**config.mk**
```make
export PLATFORM = sky130hd
export DESIGN_NAME = thread_offset_top
export DESIGN_NICKNAME = d
export VERILOG_FILES = /design/src/rtl/addr_offset_pkg.sv /design/src/rtl/thread_sequencer.sv /design/src/rtl/cfg_port.sv /design/src/rtl/block_tracker.sv /design/src/rtl/offset_unit.sv /design/src/rtl/thread_offset_top.sv
export SDC_FILE = /design/constraint.sdc
export NUM_CORES = 1
export LEC_CHECK = 0
export BUFFER_PORTS_ARGS = -buffer_cell sky130_fd_sc_hd__buf_2
export CORE_MARGIN = 2
export CORE_UTILIZATION = 50
export CTS_CLUSTER_SIZE = 40
export DETAILED_ROUTE_END_ITERATION = 10
export PLACE_DENSITY = 0.65
export SLEW_MARGIN = 10
export SYNTH_ARGS = -nofsm -noshare
export SYNTH_HDL_FRONTEND = slang
export SYNTH_SLANG_ARGS = --single-unit
```
**constraint.sdc**
```tcl
create_clock -name clock -period 10.1 [get_ports clock]
set_clock_uncertainty 0.1 [all_clocks]
set_input_delay 1.515 -clock clock [delete_from_list [all_inputs] [get_ports clock]]
set_output_delay 1.515 -clock clock [all_outputs]
set_load 0.02 [all_outputs]
```
**src/rtl/addr_offset_pkg.sv**
```systemverilog
// --------------------
// Shared widths, table selectors and write-command types for the
// per-thread address offset unit. Every RTL module imports it.
// --------------------

package addr_offset_pkg;

    // --------------------
    // Sizes
    // --------------------

    localparam int ADDR_WIDTH   = 12;
    localparam int MATCH_WIDTH  = 4;
    localparam int PC_WIDTH     = 10;
    localparam int MAX_THREADS  = 4;
    localparam int BLOCK_COUNT  = 8;

    localparam int THREAD_WIDTH = $clog2(MAX_THREADS);
    localparam int BLOCK_WIDTH  = $clog2(BLOCK_COUNT);

    // --------------------
    // Basic types
    // --------------------

    typedef logic [ADDR_WIDTH-1:0]   addr_t;
    typedef logic [PC_WIDTH-1:0]     pc_t;
    typedef logic [MATCH_WIDTH-1:0]  match_t;
    typedef logic [THREAD_WIDTH-1:0] thread_id_t;
    typedef logic [BLOCK_WIDTH-1:0]  block_id_t;

    // Target table of one configuration write
    typedef enum logic [2:0] {
        TBL_DEFAULT    = 3'd0,
        TBL_BLOCK      = 3'd1,
        TBL_MATCH      = 3'd2,
        TBL_PROGRAMMED = 3'd3,
        TBL_INCREMENT  = 3'd4
    } cfg_table_e;

    // Index is a thread number for the per-thread tables, a block number otherwise
    typedef struct packed {
        cfg_table_e  tbl;
        logic [2:0]  index;
        addr_t       data;
    } cfg_write_t;

    typedef struct packed {
        logic        valid;
        cfg_write_t  cfg;
    } wr_cmd_t;

    // Stage-2 block state handed from the block tracker to the offset unit
    typedef struct packed {
        block_id_t   block;
        logic        block_end;
    } blk_info_t;

endpackage

```
**src/rtl/thread_sequencer.sv**
```systemverilog
// --------------------
// Barrel thread counter. Gives the thread of the access entering
// stage 1 and the thread now in stage 2, which owns the writebacks.
// --------------------

`timescale 1ns/1ps

module thread_sequencer #(
    parameter int THREAD_COUNT = 4
) (
    input  logic                        clock,
    input  logic                        rst_n,
    output addr_offset_pkg::thread_id_t thread_s1,
    output addr_offset_pkg::thread_id_t thread_s2
);

    import addr_offset_pkg::*;

    // New thread every clock, whether or not the slot carries an access
    always_ff @(posedge clock) begin
        if (!rst_n) begin
            thread_s1 <= '0;
        end else if (thread_s1 == thread_id_t'(THREAD_COUNT - 1)) begin
            thread_s1 <= '0;
        end else begin
            thread_s1 <= thread_s1 + 1'b1;
        end
    end

    always_ff @(posedge clock) begin
        if (!rst_n) begin
            thread_s2 <= '0;
        end else begin
            thread_s2 <= thread_s1;
        end
    end

endmodule

```
**src/rtl/cfg_port.sv**
```systemverilog
// --------------------
// Configuration port. Runs the four-phase req/ack handshake with the
// host and turns each transfer into a single-cycle table write command.
// --------------------

`timescale 1ns/1ps

module cfg_port (
    input  logic                        clock,
    input  logic                        rst_n,
    input  logic                        cfg_req,
    input  addr_offset_pkg::cfg_write_t cfg,
    output logic                        cfg_ack,
    output addr_offset_pkg::wr_cmd_t    wr_cmd
);

    import addr_offset_pkg::*;

    typedef enum logic {
        CFG_IDLE,
        CFG_ACKED
    } cfg_state_e;

    cfg_state_e state;
    logic       cmd_valid;
    cfg_write_t cmd_data;

    // --------------------
    // Handshake FSM
    // --------------------

    always_ff @(posedge clock) begin
        if (!rst_n) begin
            state     <= CFG_IDLE;
            cmd_valid <= 1'b0;
        end else begin
            cmd_valid <= 1'b0;
            case (state)
                CFG_IDLE: begin
                    // Take the write on the first edge that sees the request
                    if (cfg_req) begin
                        cmd_valid <= 1'b1;
                        state     <= CFG_ACKED;
                    end
                end
                CFG_ACKED: begin
                    if (!cfg_req) begin
                        state <= CFG_IDLE;
                    end
                end
                default: state <= CFG_IDLE;
            endcase
        end
    end

    // The host holds cfg stable while the request is up
    always_ff @(posedge clock) begin
        if (state == CFG_IDLE && cfg_req) begin
            cmd_data <= cfg;
        end
    end

    assign cfg_ack = (state == CFG_ACKED);
    assign wr_cmd  = '{valid: cmd_valid, cfg: cmd_data};

endmodule

```
**src/rtl/block_tracker.sv**
```systemverilog
// --------------------
// Per-thread basic block counters and the shared block match memory.
// Flags the stage-2 access that ends its block and moves that thread on.
// --------------------

`timescale 1ns/1ps

module block_tracker (
    input  logic                        clock,
    input  logic                        rst_n,
    input  addr_offset_pkg::wr_cmd_t    wr_cmd,
    input  addr_offset_pkg::thread_id_t thread_s1,
    input  addr_offset_pkg::thread_id_t thread_s2,
    input  logic                        valid_s2,
    input  addr_offset_pkg::match_t     pc_lsb_s2,
    output addr_offset_pkg::blk_info_t  blk_info
);

    import addr_offset_pkg::*;

    // --------------------
    // Storage
    // --------------------

    block_id_t block_cnt [MAX_THREADS];
    match_t    match_mem [BLOCK_COUNT];

    block_id_t blk_s2;
    match_t    match_s2;
    logic      block_end;
    block_id_t next_blk;
    logic      cfg_wr_block;
    logic      cfg_wr_match;

    assign cfg_wr_block = wr_cmd.valid && (wr_cmd.cfg.tbl == TBL_BLOCK);
    assign cfg_wr_match = wr_cmd.valid && (wr_cmd.cfg.tbl == TBL_MATCH);

    // Stage 1 reads the block this thread sits in
    always_ff @(posedge clock) begin
        if (!rst_n) begin
            blk_s2 <= '0;
        end else begin
            blk_s2 <= block_cnt[thread_s1];
        end
    end

    // --------------------
    // Stage 2 block end
    // --------------------

    assign match_s2  = match_mem[blk_s2];
    assign block_end = valid_s2 && (pc_lsb_s2 == match_s2);
    assign blk_info  = '{block: blk_s2, block_end: block_end};

    // Blocks run in order, so the next one is always one up
    always_comb begin
        if (blk_s2 == block_id_t'(BLOCK_COUNT - 1)) begin
            next_blk = '0;
        end else begin
            next_blk = blk_s2 + 1'b1;
        end
    end

    // A host write to the counters drops any advance in the same cycle
    always_ff @(posedge clock) begin
        if (cfg_wr_block) begin
            block_cnt[thread_id_t'(wr_cmd.cfg.index)] <= block_id_t'(wr_cmd.cfg.data);
        end else if (block_end) begin
            block_cnt[thread_s2] <= next_blk;
        end
    end

    always_ff @(posedge clock) begin
        if (cfg_wr_match) begin
            match_mem[block_id_t'(wr_cmd.cfg.index)] <= match_t'(wr_cmd.cfg.data);
        end
    end

endmodule

```
**src/rtl/offset_unit.sv**
```systemverilog
// --------------------
// Offset tables and the final address adder. Picks the default or the
// programmed offset, post-increments the programmed one at block end
// and registers addr_in plus offset as the output address.
// --------------------

`timescale 1ns/1ps

module offset_unit (
    input  logic                        clock,
    input  logic                        rst_n,
    input  addr_offset_pkg::wr_cmd_t    wr_cmd,
    input  addr_offset_pkg::thread_id_t thread_s1,
    input  addr_offset_pkg::blk_info_t  blk_info,
    input  logic                        valid_s2,
    input  addr_offset_pkg::addr_t      addr_s2,
    output addr_offset_pkg::addr_t      addr_out,
    output logic                        out_valid
);

    import addr_offset_pkg::*;

    // --------------------
    // Tables
    // --------------------

    addr_t default_tbl [MAX_THREADS];
    addr_t prog_tbl    [BLOCK_COUNT];
    addr_t incr_tbl    [BLOCK_COUNT];

    addr_t dflt_s2;
    addr_t prog_offset;
    addr_t incr;
    addr_t prog_next;
    addr_t offset;
    logic  cfg_wr_default;
    logic  cfg_wr_prog;
    logic  cfg_wr_incr;

    assign cfg_wr_default = wr_cmd.valid && (wr_cmd.cfg.tbl == TBL_DEFAULT);
    assign cfg_wr_prog    = wr_cmd.valid && (wr_cmd.cfg.tbl == TBL_PROGRAMMED);
    assign cfg_wr_incr    = wr_cmd.valid && (wr_cmd.cfg.tbl == TBL_INCREMENT);

    // Default offset is fetched a stage early, by thread
    always_ff @(posedge clock) begin
        dflt_s2 <= default_tbl[thread_s1];
    end

    always_ff @(posedge clock) begin
        if (cfg_wr_default) begin
            default_tbl[thread_id_t'(wr_cmd.cfg.index)] <= wr_cmd.cfg.data;
        end
    end

    // --------------------
    // Stage 2 selection
    // --------------------

    // Programmed offset and increment follow the block number of this cycle,
    // so a writeback is visible to the very next access
    assign prog_offset = prog_tbl[blk_info.block];
    assign incr        = incr_tbl[blk_info.block];
    assign prog_next   = prog_offset + incr;
    assign offset      = blk_info.block_end ? prog_offset : dflt_s2;

    // Post-increment at block end unless the host writes this table
    always_ff @(posedge clock) begin
        if (cfg_wr_prog) begin
            prog_tbl[block_id_t'(wr_cmd.cfg.index)] <= wr_cmd.cfg.data;
        end else if (blk_info.block_end) begin
            prog_tbl[blk_info.block] <= prog_next;
        end
    end

    always_ff @(posedge clock) begin
        if (cfg_wr_incr) begin
            incr_tbl[block_id_t'(wr_cmd.cfg.index)] <= wr_cmd.cfg.data;
        end
    end

    // --------------------
    // Output address
    // --------------------

    // Sum wraps at the address width
    always_ff @(posedge clock) begin
        if (!rst_n) begin
            addr_out  <= '0;
            out_valid <= 1'b0;
        end else begin
            addr_out  <= addr_s2 + offset;
            out_valid <= valid_s2;
        end
    end

endmodule

```
**src/rtl/thread_offset_top.sv**
```systemverilog
// --------------------
// Top of the per-thread address offset unit. Carries the access into
// stage 2 and ties the thread, config, block and offset blocks together.
// --------------------

`timescale 1ns/1ps

module thread_offset_top #(
    parameter int THREAD_COUNT = 4
) (
    input  logic                        clock,
    input  logic                        rst_n,
    input  logic                        in_valid,
    input  addr_offset_pkg::pc_t        pc,
    input  addr_offset_pkg::addr_t      addr_in,
    input  logic                        cfg_req,
    input  addr_offset_pkg::cfg_write_t cfg,
    output logic                        cfg_ack,
    output addr_offset_pkg::addr_t      addr_out,
    output logic                        out_valid
);

    import addr_offset_pkg::*;

    thread_id_t thread_s1;
    thread_id_t thread_s2;
    wr_cmd_t    wr_cmd;
    blk_info_t  blk_info;

    logic       valid_s2;
    match_t     pc_lsb_s2;
    addr_t      addr_s2;

    // --------------------
    // Stage 1 registers
    // --------------------

    always_ff @(posedge clock) begin
        if (!rst_n) begin
            valid_s2 <= 1'b0;
        end else begin
            valid_s2 <= in_valid;
        end
    end

    // Only the low PC bits take part in the block end compare
    always_ff @(posedge clock) begin
        pc_lsb_s2 <= pc[MATCH_WIDTH-1:0];
        addr_s2   <= addr_in;
    end

    // --------------------
    // Submodules
    // --------------------

    thread_sequencer #(
        .THREAD_COUNT (THREAD_COUNT)
    ) u_thread_sequencer (
        .clock     (clock),
        .rst_n     (rst_n),
        .thread_s1 (thread_s1),
        .thread_s2 (thread_s2)
    );

    cfg_port u_cfg_port (
        .clock   (clock),
        .rst_n   (rst_n),
        .cfg_req (cfg_req),
        .cfg     (cfg),
        .cfg_ack (cfg_ack),
        .wr_cmd  (wr_cmd)
    );

    block_tracker u_block_tracker (
        .clock     (clock),
        .rst_n     (rst_n),
        .wr_cmd    (wr_cmd),
        .thread_s1 (thread_s1),
        .thread_s2 (thread_s2),
        .valid_s2  (valid_s2),
        .pc_lsb_s2 (pc_lsb_s2),
        .blk_info  (blk_info)
    );

    offset_unit u_offset_unit (
        .clock     (clock),
        .rst_n     (rst_n),
        .wr_cmd    (wr_cmd),
        .thread_s1 (thread_s1),
        .blk_info  (blk_info),
        .valid_s2  (valid_s2),
        .addr_s2   (addr_s2),
        .addr_out  (addr_out),
        .out_valid (out_valid)
    );

endmodule

```
==> summary.txt, run 1 <==
Yosys
  – Synth Area per Inst: 18.5 um2
  – Async SR Flop Fraction: 0%
  – Post-synthesis mux area share: roughly 15%
  – Synth Area in Simple Gates: under 10%
  – Synth Area in Compound Gates: 3.30%
  – Largest family of logic cells by synthesized area: multiplexers
  – EDFF count, synth: 302
  – Mapped Nets: roughly 830
  – Number of synthesis warnings: 0
  – Count of cell types in the netlist: 57
  – Post-synthesis sequential area ratio: 71.6%
  – Xor/xnor share of the synthesized area: approximately 1.2%
  – Flops & latches, synth: 353
  – Synth Instances: 760
  – Post-Synth Adder-Cell Area: 2.50%
  – Mapped Area: 14100 um2
  – Dominant synthesized flop cell: edfxtp_1

Floorplan
  – DIE AREA: 29500 um2
  – Rows: 61
  – Total core area: 27800 um2
  – I/O pins: a little under 60
  – Initial Utilization: 50.7%
  – Die Y: 172 um
  – Die Width: 172 um

Power and ir drop
  – Worst vdd ir: 0.000185 V
  – Tot Pwr: between 3 and 4 mW
  – Static leakage: between 5 and 6 nW
  – Combinational Power Share: 9.6%
  – Sw Pwr: 0.761 mW
  – Sw Share: around 22%
  – Clock power share: 43.0%
  – Power density over cell area: roughly 220 nW/um2
  – Internal power: 2.72 mW
  – Power share of the sequential group: around 47%

Critical path
  – CP required: 10460 ps
  – CP Class: reg2reg
  – CP startpoint kind: flip-flop
  – Critical Path AT: 6280 ps
  – Setup crit end kind: flip-flop
  – Worst Path Max Fanout: 40

Routing
  – Initial drt markers: 538
  – Post-route ant nets: 0
  – Via/cell ratio: 5.73
  – Routed vias: 7110
  – Wire length per cell: approximately 23 um
  – Router iterations before antenna repair: 5
  – # DRC: 0
  – Final wirelength: 28900 um

Global routing
  – Total GRT Usage: about 20%
  – First-pass GRT wire length: 43400 um
  – Largest net degree at the start of global routing: 54
  – Gr ovfl total: 0
  – Initial antenna violation count: 0
  – Via count of the first global-routing pass: 7241

Final layout
  – Design area: about 16000 um2
  – Layout fillers: 2072
  – Area Growth Syn to Fin: 14.9%
  – Share of cells above drive strength 1: 29.1%
  – Antenna Cells: 0
  – Non-filler cells, final: 1241
  – Layout Nets: 904

Placement
  – Placed Area: 14800 um2
  – Gpl congestion: 0.832
  – Hpwl dp: 18100 um
  – Port buffer count: 51
  – DP Cell Count: 1171

Timing
  – Finish-stage setup viols: 0
  – Slew Limit Fails: 0
  – Fin crit period: 5920 ps
  – Setup TNS: 0 ps
  – Final hold vios: 0
  – F_max: 169 MHz
  – Relative slew slack: about a fifth
  – RSZ-0062 raised after global routing: no
  – Worst Tran Pin Value: 1200 ps
  – Fin crit share: between 50% and 60%

Clock tree
  – Clock root cell: clkbuf_16
  – CTS tree: built
  – Longest Clk Path Bufs: 3
  – H-tree levels: 2
  – Total setup buffers inserted after CTS: 0
  – Clk_lat worst skew: approximately 520 ps
  – Hold_buf cts: 0
  – PostCTS Resize Cnt: 0
  – CTS Sinks: 353
  – Clk pin slew, worst setup/hold paths: 60 ps
  – Number of buffers created by CTS: 38

Worst hold path
  – Worst min path class: reg2reg

Run
  – Max Cap Viol: 0

Status
  – Status: finished clean
[placed cells by master (no fill, tap or decap), types with 3 or more instances in the layout]
cell,Yosys,final
a21o_1,6,6
a21oi_1,13,13
a22oi_1,3,3
a31o_2,3,3
a32o_1,4,4
and2_1,17,17
buf_2,8,51
buf_4,3,14
bufinv_16,0,4
clkbuf_1,16,8
clkbuf_16,0,44
clkbuf_8,0,8
clkinvlp_4,0,3
dfxtp_1,51,49
edfxtp_1,302,302
ha_1,25,25
inv_1,10,10
mux2_2,48,48
mux2i_1,15,15
mux4_2,63,63
nand2_1,18,18
nand2b_1,9,9
nand3_1,4,4
nand4_1,6,6
nor2_1,34,33
nor2b_1,15,14
nor3_1,4,4
nor3b_1,5,5
o211ai_1,3,3
o21a_1,4,4
o21ai_0,11,11
or3_1,4,4
xnor2_1,12,12
xor2_1,8,8
[worst paths after layout]
kind / from / to / slack (ps) / cells past startpoint
min: valid_s2 / u_offset_unit.out_valid / 400 / 1
max reg2reg: u_block_tracker.blk_s2[0] / u_offset_unit.addr_out[11] / 4180 / 15
max: u_block_tracker.blk_s2[0] / u_offset_unit.addr_out[11] / 4180 / 15
min reg2reg: valid_s2 / u_offset_unit.out_valid / 400 / 1
[critical path, cell delays in order, from the launching register on]
cell and delay, ps:
dfxtp_4 730, buf_4 710, mux2_2 290, o2bb2ai_1 80, a221oi_2 390, mux2i_1 300, and4_1 790, mux2_2 430
ha_1 340, o21a_1 170, a2111o_1 180, nand4_1 170, a31o_2 290, or4b_1 500, a41o_1 230, nand3_1 70
[cell usage after synthesis (11+ instances only)]
master	n	area [um2]
and2_1	17	106
mux2i_1	15	150
ha_1	25	313
clkbuf_1	16	60.1
nor2b_1	15	93.8
dfxtp_1	51	1020
o21ai_0	11	55.1
xnor2_1	12	105
mux4_2	63	1420
mux2_2	48	541
a21oi_1	13	65.1
nand2_1	18	67.6
edfxtp_1	302	9070
nor2_1	34	128
[routing by layer]
| metal | global-route usage, % | up-vias | wire length, um |
|---|---|---|---|
| li1 | - | 3161 | - |
| met1 | 28.4 | 3709 | 12700 |
| met2 | 33.6 | 199 | 14100 |
| met3 | 2.86 | 41 | 1530 |
| met4 | 5.81 | 0 | 520 |
| met5 | 0 | - | 0 |
[cells by family (layout without fill, tap and decap cells)]
group	Yosys count	count (layout)
multiplexers	128	128
flip-flops	353	353
adder cells (fa/ha/maj)	27	27
AO/OA/AOI/OAI	65	65
XOR/XNOR	20	20
AND/OR/NAND/NOR	125	125
buffers and inverters	42	145
[sequential cells by signal (all words and copies together), names as in the netlist]
name / cells
u_offset_unit.addr_out: 12
u_block_tracker.match_mem: 32
u_thread_sequencer.thread_s1: 2
u_block_tracker.blk_s2: 3
u_offset_unit.out_valid: 1
u_cfg_port.wr_cmd: 18
addr_s2: 12
valid_s2: 1
u_offset_unit.dflt_s2: 12
u_block_tracker.block_cnt: 12
u_cfg_port.cmd_valid: 1
u_offset_unit.prog_tbl: 96
u_thread_sequencer.thread_s2: 2
u_offset_unit.incr_tbl: 96
pc_lsb_s2: 4
u_offset_unit.default_tbl: 48
u_cfg_port.cfg_ack: 1
[power groups by stage]
stage	Clock, mW	Sequential, mW	Combinational (mW)
6_report	1.50	1.65	0.335
3_5_place_dp	0	1.68	0.334
3_3_place_gp	0	1.68	0.324
2_1_floorplan	0	1.67	0.246
4_1_cts	1.52	1.65	0.337
5_1_grt	1.58	1.66	0.366
[per-stage QoR]
step | setup slack (ps) | utilization (%) | hold slack, ps
after floorplan | 5770 | - | 354
after detailed placement | 4280 | 53.2 | 394
after CTS | 4180 | 58.3 | 407
after global placement | 4320 | 53.2 | 369
final | 4180 | 58.3 | 399
after global routing | 3860 | 58.3 | 437
[layout make-up]
cell class	count	area, um2	area share (%)
Clock buffer	60	1240	7.67
Clock inverter	10	161	0.997
Inverter	10	37.5	0.232
Multi-Input combinational cell	365	3820	23.6
Sequential cell	353	10100	62.4
Tap cell	378	473	2.92
Timing Repair Buffer	65	360	2.23
Note: power is estimated with default switching activity, not from simulation.
==> run 2: changes to the inputs <==
--- a/config.mk
+++ b/config.mk
@@ -10,7 +10,7 @@
 export CORE_UTILIZATION = 50
 export CTS_CLUSTER_SIZE = 40
 export DETAILED_ROUTE_END_ITERATION = 10
-export PLACE_DENSITY = 0.65
+export PLACE_DENSITY = 0.67
 export SLEW_MARGIN = 10
 export SYNTH_ARGS = -nofsm -noshare
 export SYNTH_HDL_FRONTEND = slang
==> constraint.sdc (replaced) <==
create_clock -name clock -period 5.3 [get_ports clock]
set_clock_uncertainty 0.1 [all_clocks]
set_input_delay 0.795 -clock clock [delete_from_list [all_inputs] [get_ports clock]]
set_output_delay 0.795 -clock clock [all_outputs]
set_load 0.02 [all_outputs]
==> summary.txt, run 2 (synthesis gave the netlist of run 1 again) <==
Status
  – Status: finished clean

Timing
  – Fin crit share: 88.6% (+30 points)
  – Fin worst setup slack: 605 ps (-3570 ps)
  – Finish-stage setup viols: 0 (unchanged)
  – Slew Limit Fails: 0 (unchanged)
  – Setup TNS: 0 ps (unchanged)
  – Final Hold Slack: 280 ps (-119 ps)
  – Worst Tran Pin Value: 1190 ps (-15.7 ps)
  – Final hold vios: 0 (unchanged)
  – F_max: 213 MHz (+26%)
  – Relative slew slack: 20.4% (+1.1 points)
  – Fin crit period: 4700 ps (-1230 ps)
  – RSZ-0062 raised after global routing: no

Critical path
  – Critical path, cell by cell: nor2b_1, a22oi_1, o211ai_1, xor2_1, and4_1, buf_4, mux2_2, ha_1, o21a_1, nand4_1, a31o_2, or4b_1, a41o_1, nand3_1
  – R2R cell count: 14 (-1)
  – CP startpoint kind: flip-flop
  – Worst path depth: 14 (-1)
  – Worst Path Max Fanout: 10 (-75%)
  – CP required: 5650 ps (-4810 ps)
  – Slowest stage delay, CP: 590 ps (-200 ps)
  – Crit path buf inv count: 1 (unchanged)
  – Reg-to-reg critical path startpoint: u_block_tracker.blk_s2[2]
  – Worst R2R End: u_offset_unit.addr_out[11]
  – CP startpoint: u_block_tracker.blk_s2[2]
  – Worst setup endpoint: u_offset_unit.addr_out[11]
  – CP Class: reg2reg
  – CP max stage cell: and4_1
  – Critical Path AT: 5040 ps (-1240 ps)
  – Crit-path leading delay family: simple AND/OR/NAND/NOR gates
  – Setup crit end kind: flip-flop
  – Reg2Reg Setup Slack: 600 ps (-3570 ps)

Routing
  – Via/cell ratio: 5.78 (+0.94%)
  – Router iterations before antenna repair: 5 (unchanged)
  – Wire length per cell: 23.4 um (+0.68%)
  – Routed vias: 7142 (+0.45%)
  – Met2 routed WL: 14000 um (-1.1%)
  – Initial drt markers: 695 (+29%)
  – # DRC: 0 (unchanged)
  – M1 WL: 12300 um (-3.6%)
  – Met3 WL post-DR: 2020 um (+32%)
  – Top Layer Used: met4
  – Post-route ant nets: 0 (unchanged)
  – Final wirelength: 29000 um (+0.20%)

Global routing
  – First-pass GRT wire length: 43000 um (-1.0%)
  – Initial antenna violation count: 0 (unchanged)
  – Via count of the first global-routing pass: 7161 (-1.1%)
  – Total GRT Usage: 20.1% (-0.14 points)
  – Largest net degree at the start of global routing: 53 (-1.9%)
  – Gr ovfl total: 0 (unchanged)

Placement
  – Port buffer count: 51 (unchanged)
  – Hpwl dp: 18100 um (about the same)
  – Gpl congestion: 0.821 (-1.3%)
  – Pre-CTS setup slack: 682 ps (-3600 ps)
  – Placed Area: 14800 um2 (about the same)
  – DP Cell Count: 1171 (unchanged)

Clock tree
  – PostCTS Resize Cnt: 0 (unchanged)
  – Total setup buffers inserted after CTS: 0 (unchanged)
  – Clk pin slew, worst setup/hold paths: 60 ps (about the same)
  – Clock root cell: clkbuf_16
  – Number of buffers created by CTS: 37 (-2.6%)
  – H-tree levels: 2 (unchanged)
  – Hold_buf cts: 0 (unchanged)
  – Clk_lat worst skew: 520 ps (about the same)
  – CTS Sinks: 353 (unchanged)
  – Longest Clk Path Bufs: 3 (unchanged)
  – CTS tree: built

Final layout
  – Layout fillers: 2092 (+0.97%)
  – Share of cells above drive strength 1: 28.5% (-0.61 points)
  – Non-filler cells, final: 1235 (-0.48%)
  – Final Util: 57.4% (-0.87 points)
  – Multi-input gate area: 3820 um2 (+0.20%)
  – Commonest non-fill, non-tap cell in the layout: edfxtp_1
  – Layout Nets: 903 (-0.11%)
  – Area Growth Syn to Fin: 13.2%
  – Sequential cell area: 10100 um2 (unchanged)
  – Design area: 15900 um2 (-1.5%)
  – Top Registers: u_offset_unit.incr_tbl (96), u_offset_unit.prog_tbl (96), u_offset_unit.default_tbl (48)
  – Antenna Cells: 0 (unchanged)
  – Most frequent cells in the layout: edfxtp_1, mux4_2, buf_2, dfxtp_1, mux2_2

Power and ir drop
  – Tot Pwr: 6.21 mW (+78%)
  – Power share of the sequential group: 50.6% (+3.2 points)
  – Worst vdd ir: 0.000305 V (+65%)
  – Internal power: 4.81 mW (+77%)
  – Combinational Power Share: 10.4% (+0.8 points)
  – Clock power share: 39.0% (-4.0 points)
  – Sw Share: 22.6% (+0.72 points)
  – Static leakage: 5.33 nW (-2.1%)
  – Sw Pwr: 1.40 mW (+84%)
  – Power density over cell area: 389 nW/um2 (+81%)

Worst hold path
  – Worst min path class: in2reg
  – Worst hold path stage count: 1 (unchanged)

Floorplan
  – Die Y: 172 um (unchanged)
  – Initial Utilization: 50.7% (unchanged)
  – Die Width: 172 um (unchanged)
  – I/O pins: 58 (unchanged)
  – Rows: 61 (unchanged)
  – DIE AREA: 29500 um2 (unchanged)
  – Total core area: 27800 um2 (unchanged)

Run
  – Max Cap Viol: 0 (unchanged)
==> run 2: area by class of cell <==
type | count | share of cell area, %
flip-flops and latches | 353 | 63.3
clock buffers | 52 | 6.55
well taps | 378 | 2.97
clock inverters | 12 | 0.596
multi-input cells | 365 | 24.0
repair buffers | 65 | 2.34
inverters | 10 | 0.235
==> run 2: routing by layer <==
layer / up-vias / track usage [%]
met1: 3627 / 28.2
met3: 51 / 3.62
met2: 295 / 32.6
met4: 0 / 6.07
met5: - / 0
li1: 3169 / -
==> run 2: worst min path at each step <==
| stage | start | end |
|---|---|---|
| floorplan | valid_s2 | u_offset_unit.out_valid |
| global placement | valid_s2 | u_offset_unit.out_valid |
| detailed placement | valid_s2 | u_offset_unit.out_valid |
| CTS | addr_in[0] | addr_s2[0] |
| global route | addr_in[0] | addr_s2[0] |
| finish | addr_in[0] | addr_s2[0] |
==> run 2: power by group through the flow <==
stage	logic, mW	clock network, mW	registers (mW)
3_3_place_gp	0.628	0	3.20
4_1_cts	0.650	2.47	3.14
6_report	0.646	2.42	3.14
3_5_place_dp	0.644	0	3.20
2_1_floorplan	0.469	0	3.19
5_1_grt	0.708	2.57	3.15
==> run 3: changes to the inputs <==
--- a/config.mk
+++ b/config.mk
@@ -5,12 +5,12 @@
 export SDC_FILE = /design/constraint.sdc
 export NUM_CORES = 1
 export LEC_CHECK = 0
-export BUFFER_PORTS_ARGS = -buffer_cell sky130_fd_sc_hd__buf_2
+export BUFFER_PORTS_ARGS = -buffer_cell sky130_fd_sc_hd__buf_4
 export CORE_MARGIN = 2
 export CORE_UTILIZATION = 50
 export CTS_CLUSTER_SIZE = 40
 export DETAILED_ROUTE_END_ITERATION = 10
-export PLACE_DENSITY = 0.67
+export PLACE_DENSITY = 0.65
 export SLEW_MARGIN = 10
 export SYNTH_ARGS = -nofsm -noshare
 export SYNTH_HDL_FRONTEND = slang
==> constraint.sdc (replaced) <==
create_clock -name clock -period 5.37 [get_ports clock]
set_clock_uncertainty 0.1 [all_clocks]
set_input_delay 0.8055 -clock clock [delete_from_list [all_inputs] [get_ports clock]]
set_output_delay 0.8055 -clock clock [all_outputs]
set_load 0.02 [all_outputs]
==> summary.txt, run 3 (synthesis gave the netlist of run 1 again) <==
Clock tree
  – PostCTS Resize Cnt: 0 (unchanged)
  – Clk_lat worst skew: 520 ps (about the same)
  – Clock root cell: clkbuf_16
  – H-tree levels: 2 (unchanged)
  – Total setup buffers inserted after CTS: 0 (unchanged)
  – Longest Clk Path Bufs: 3 (unchanged)
  – Hold_buf cts: 0 (unchanged)
  – CTS Sinks: 353 (unchanged)
  – CTS tree: built
  – Clk pin slew, worst setup/hold paths: 60 ps (about the same)
  – Number of buffers created by CTS: 36 (-2.7%)

Floorplan
  – DIE AREA: 29500 um2 (unchanged)
  – Die Width: 172 um (unchanged)
  – Rows: 61 (unchanged)
  – Initial Utilization: 50.7% (unchanged)
  – I/O pins: 58 (unchanged)
  – Die Y: 172 um (unchanged)
  – Total core area: 27800 um2 (unchanged)

Run
  – Max Cap Viol: 0 (unchanged)

Critical path
  – Worst path depth: 17 (+3)
  – CP required: 5690 ps (+40 ps)
  – CP max stage cell: and4_1
  – Reg2Reg Setup Slack: 600 ps (about the same)
  – R2R cell count: 17 (+3)
  – Worst Path Max Fanout: 10 (unchanged)
  – CP startpoint kind: flip-flop
  – Slowest stage delay, CP: 540 ps (-50 ps)
  – CP Class: reg2reg
  – Setup crit end kind: flip-flop
  – Critical path, cell by cell: buf_4, nor2b_1, a22oi_1, o211ai_1, xor2_1, and4_1, mux2_2, ha_1, inv_1, fa_1, nor2b_1, o21ai_0, a21boi_0, o21ai_0, a21oi_1, a31oi_1, mux2i_1
  – CP startpoint: u_block_tracker.blk_s2[2]
  – Crit-path leading delay family: compound AO/OA/AOI/OAI gates
  – Crit path buf inv count: 2 (+1)
  – Reg-to-reg critical path startpoint: u_block_tracker.blk_s2[2]
  – Critical Path AT: 5090 ps (+50 ps)
  – Worst R2R End: u_offset_unit.addr_out[10]
  – Worst setup endpoint: u_offset_unit.addr_out[10]

Global routing
  – Largest net degree at the start of global routing: 53 (unchanged)
  – Gr ovfl total: 0 (unchanged)
  – Via count of the first global-routing pass: 7175 (+0.20%)
  – First-pass GRT wire length: 43000 um (+0.14%)
  – Initial antenna violation count: 0 (unchanged)
  – Total GRT Usage: 20.2% (+0.10 points)

Final layout
  – Layout Nets: 910 (+0.78%)
  – Area Growth Syn to Fin: 15.0%
  – Top Registers: u_offset_unit.incr_tbl (96), u_offset_unit.prog_tbl (96), u_offset_unit.default_tbl (48)
  – Final Util: 58.3% (+0.95 points)
  – Share of cells above drive strength 1: 29.2% (+0.71 points)
  – Antenna Cells: 0 (unchanged)
  – Design area: 16200 um2 (+1.6%)
  – Commonest non-fill, non-tap cell in the layout: edfxtp_1
  – Most frequent cells in the layout: edfxtp_1, buf_4, mux4_2, dfxtp_1, mux2_2

Timing
  – Relative slew slack: 25.3% (+4.9 points)
  – Final hold vios: 0 (unchanged)
  – RSZ-0062 raised after global routing: no
  – Worst Tran Pin Value: 1120 ps (-70.1 ps)
  – Fin crit share: 88.7% (+0.14 points)
  – Setup TNS: 0 ps (unchanged)
  – F_max: 210 MHz (-1.5%)
  – Slew Limit Fails: 0 (unchanged)
  – Finish-stage setup viols: 0 (unchanged)
  – Fin crit period: 4770 ps (+69.7 ps)

Routing
  – Routed vias: 7089 (-0.74%)
  – # DRC: 0 (unchanged)
  – Post-route ant nets: 0 (unchanged)
  – Via/cell ratio: 5.69 (-1.5%)
  – Router iterations before antenna repair: 5 (unchanged)
  – Initial drt markers: 606 (-13%)
  – Wire length per cell: 23.3 um (-0.81%)
  – Final wirelength: 29000 um (about the same)

Worst hold path
  – Worst hold start: pc[2]
  – Worst min path class: in2reg

Power and ir drop
  – Tot Pwr: 6.31 mW (+1.6%)
  – Power density over cell area: 389 nW/um2 (about the same)
  – Static leakage: 5.45 nW (+2.3%)
  – Worst vdd ir: 0.000288 V (-5.6%)

Placement
  – Gpl congestion: 0.836 (+1.8%)
  – Placed Area: 15000 um2 (+1.3%)
  – Port buffer count: 51 (unchanged)
  – Hpwl dp: 18400 um (+1.3%)

Status
  – Status: finished clean
==> run 3: cell types whose count changed in the layout (fill, tap and decap cells not counted) <==
cell	delta
clkinv_4	-2
nor2_1	+4
clkbuf_16	-2
inv_6	+2
nor2_2	-4
clkbuf_1	-3
buf_2	-51
clkinvlp_4	+1
buf_4	+59
bufinv_16	+4
clkbuf_8	+1
clkinv_2	+1
==> run 3: routing by layer <==
metal / up-vias / share of wire (%) / GRT usage, %
li1: 3184 / - / -
met1: 3609 / 42 / 27.7
met2: 242 / 49 / 33.0
met3: 54 / 6.9 / 4.28
met4: 0 / 2.5 / 6.10
met5: - / 0 / 0
==> run 3: per-stage QoR <==
stage,hold slack [ps],setup WS (ps),std cells
floorplan,354,1040,760
CTS,275,616,1245
global placement,369,773,1179
global route,275,333,1245
finish,297,605,1245
detailed placement,387,674,1179
==> run 3: worst min-delay path by stage <==
stage	end	cells after the start
2_1_floorplan	u_offset_unit.out_valid	1
3_3_place_gp	u_offset_unit.out_valid	1
3_5_place_dp	u_offset_unit.out_valid	1
4_1_cts	addr_s2[10]	1
5_1_grt	pc_lsb_s2[0]	1
6_report	pc_lsb_s2[2]	1
==> run 3: report_power, final <==
part | internal (mW) | total [mW] | switching, mW | leakage, nW
clock network | 1.56 | 2.55 | 0.999 | 0.604
logic | 0.316 | 0.652 | 0.336 | 1.69
registers | 3.04 | 3.11 | 0.0656 | 3.15
==> run 3: cell type report <==
class	instances	area, um2
fill	2067	11600
sequential	353	10100
multi-input combinational	365	3810
clock buffer	48	997
timing repair buffer	73	561
tap	378	473
clock inverter	18	228
inverter	10	37.5
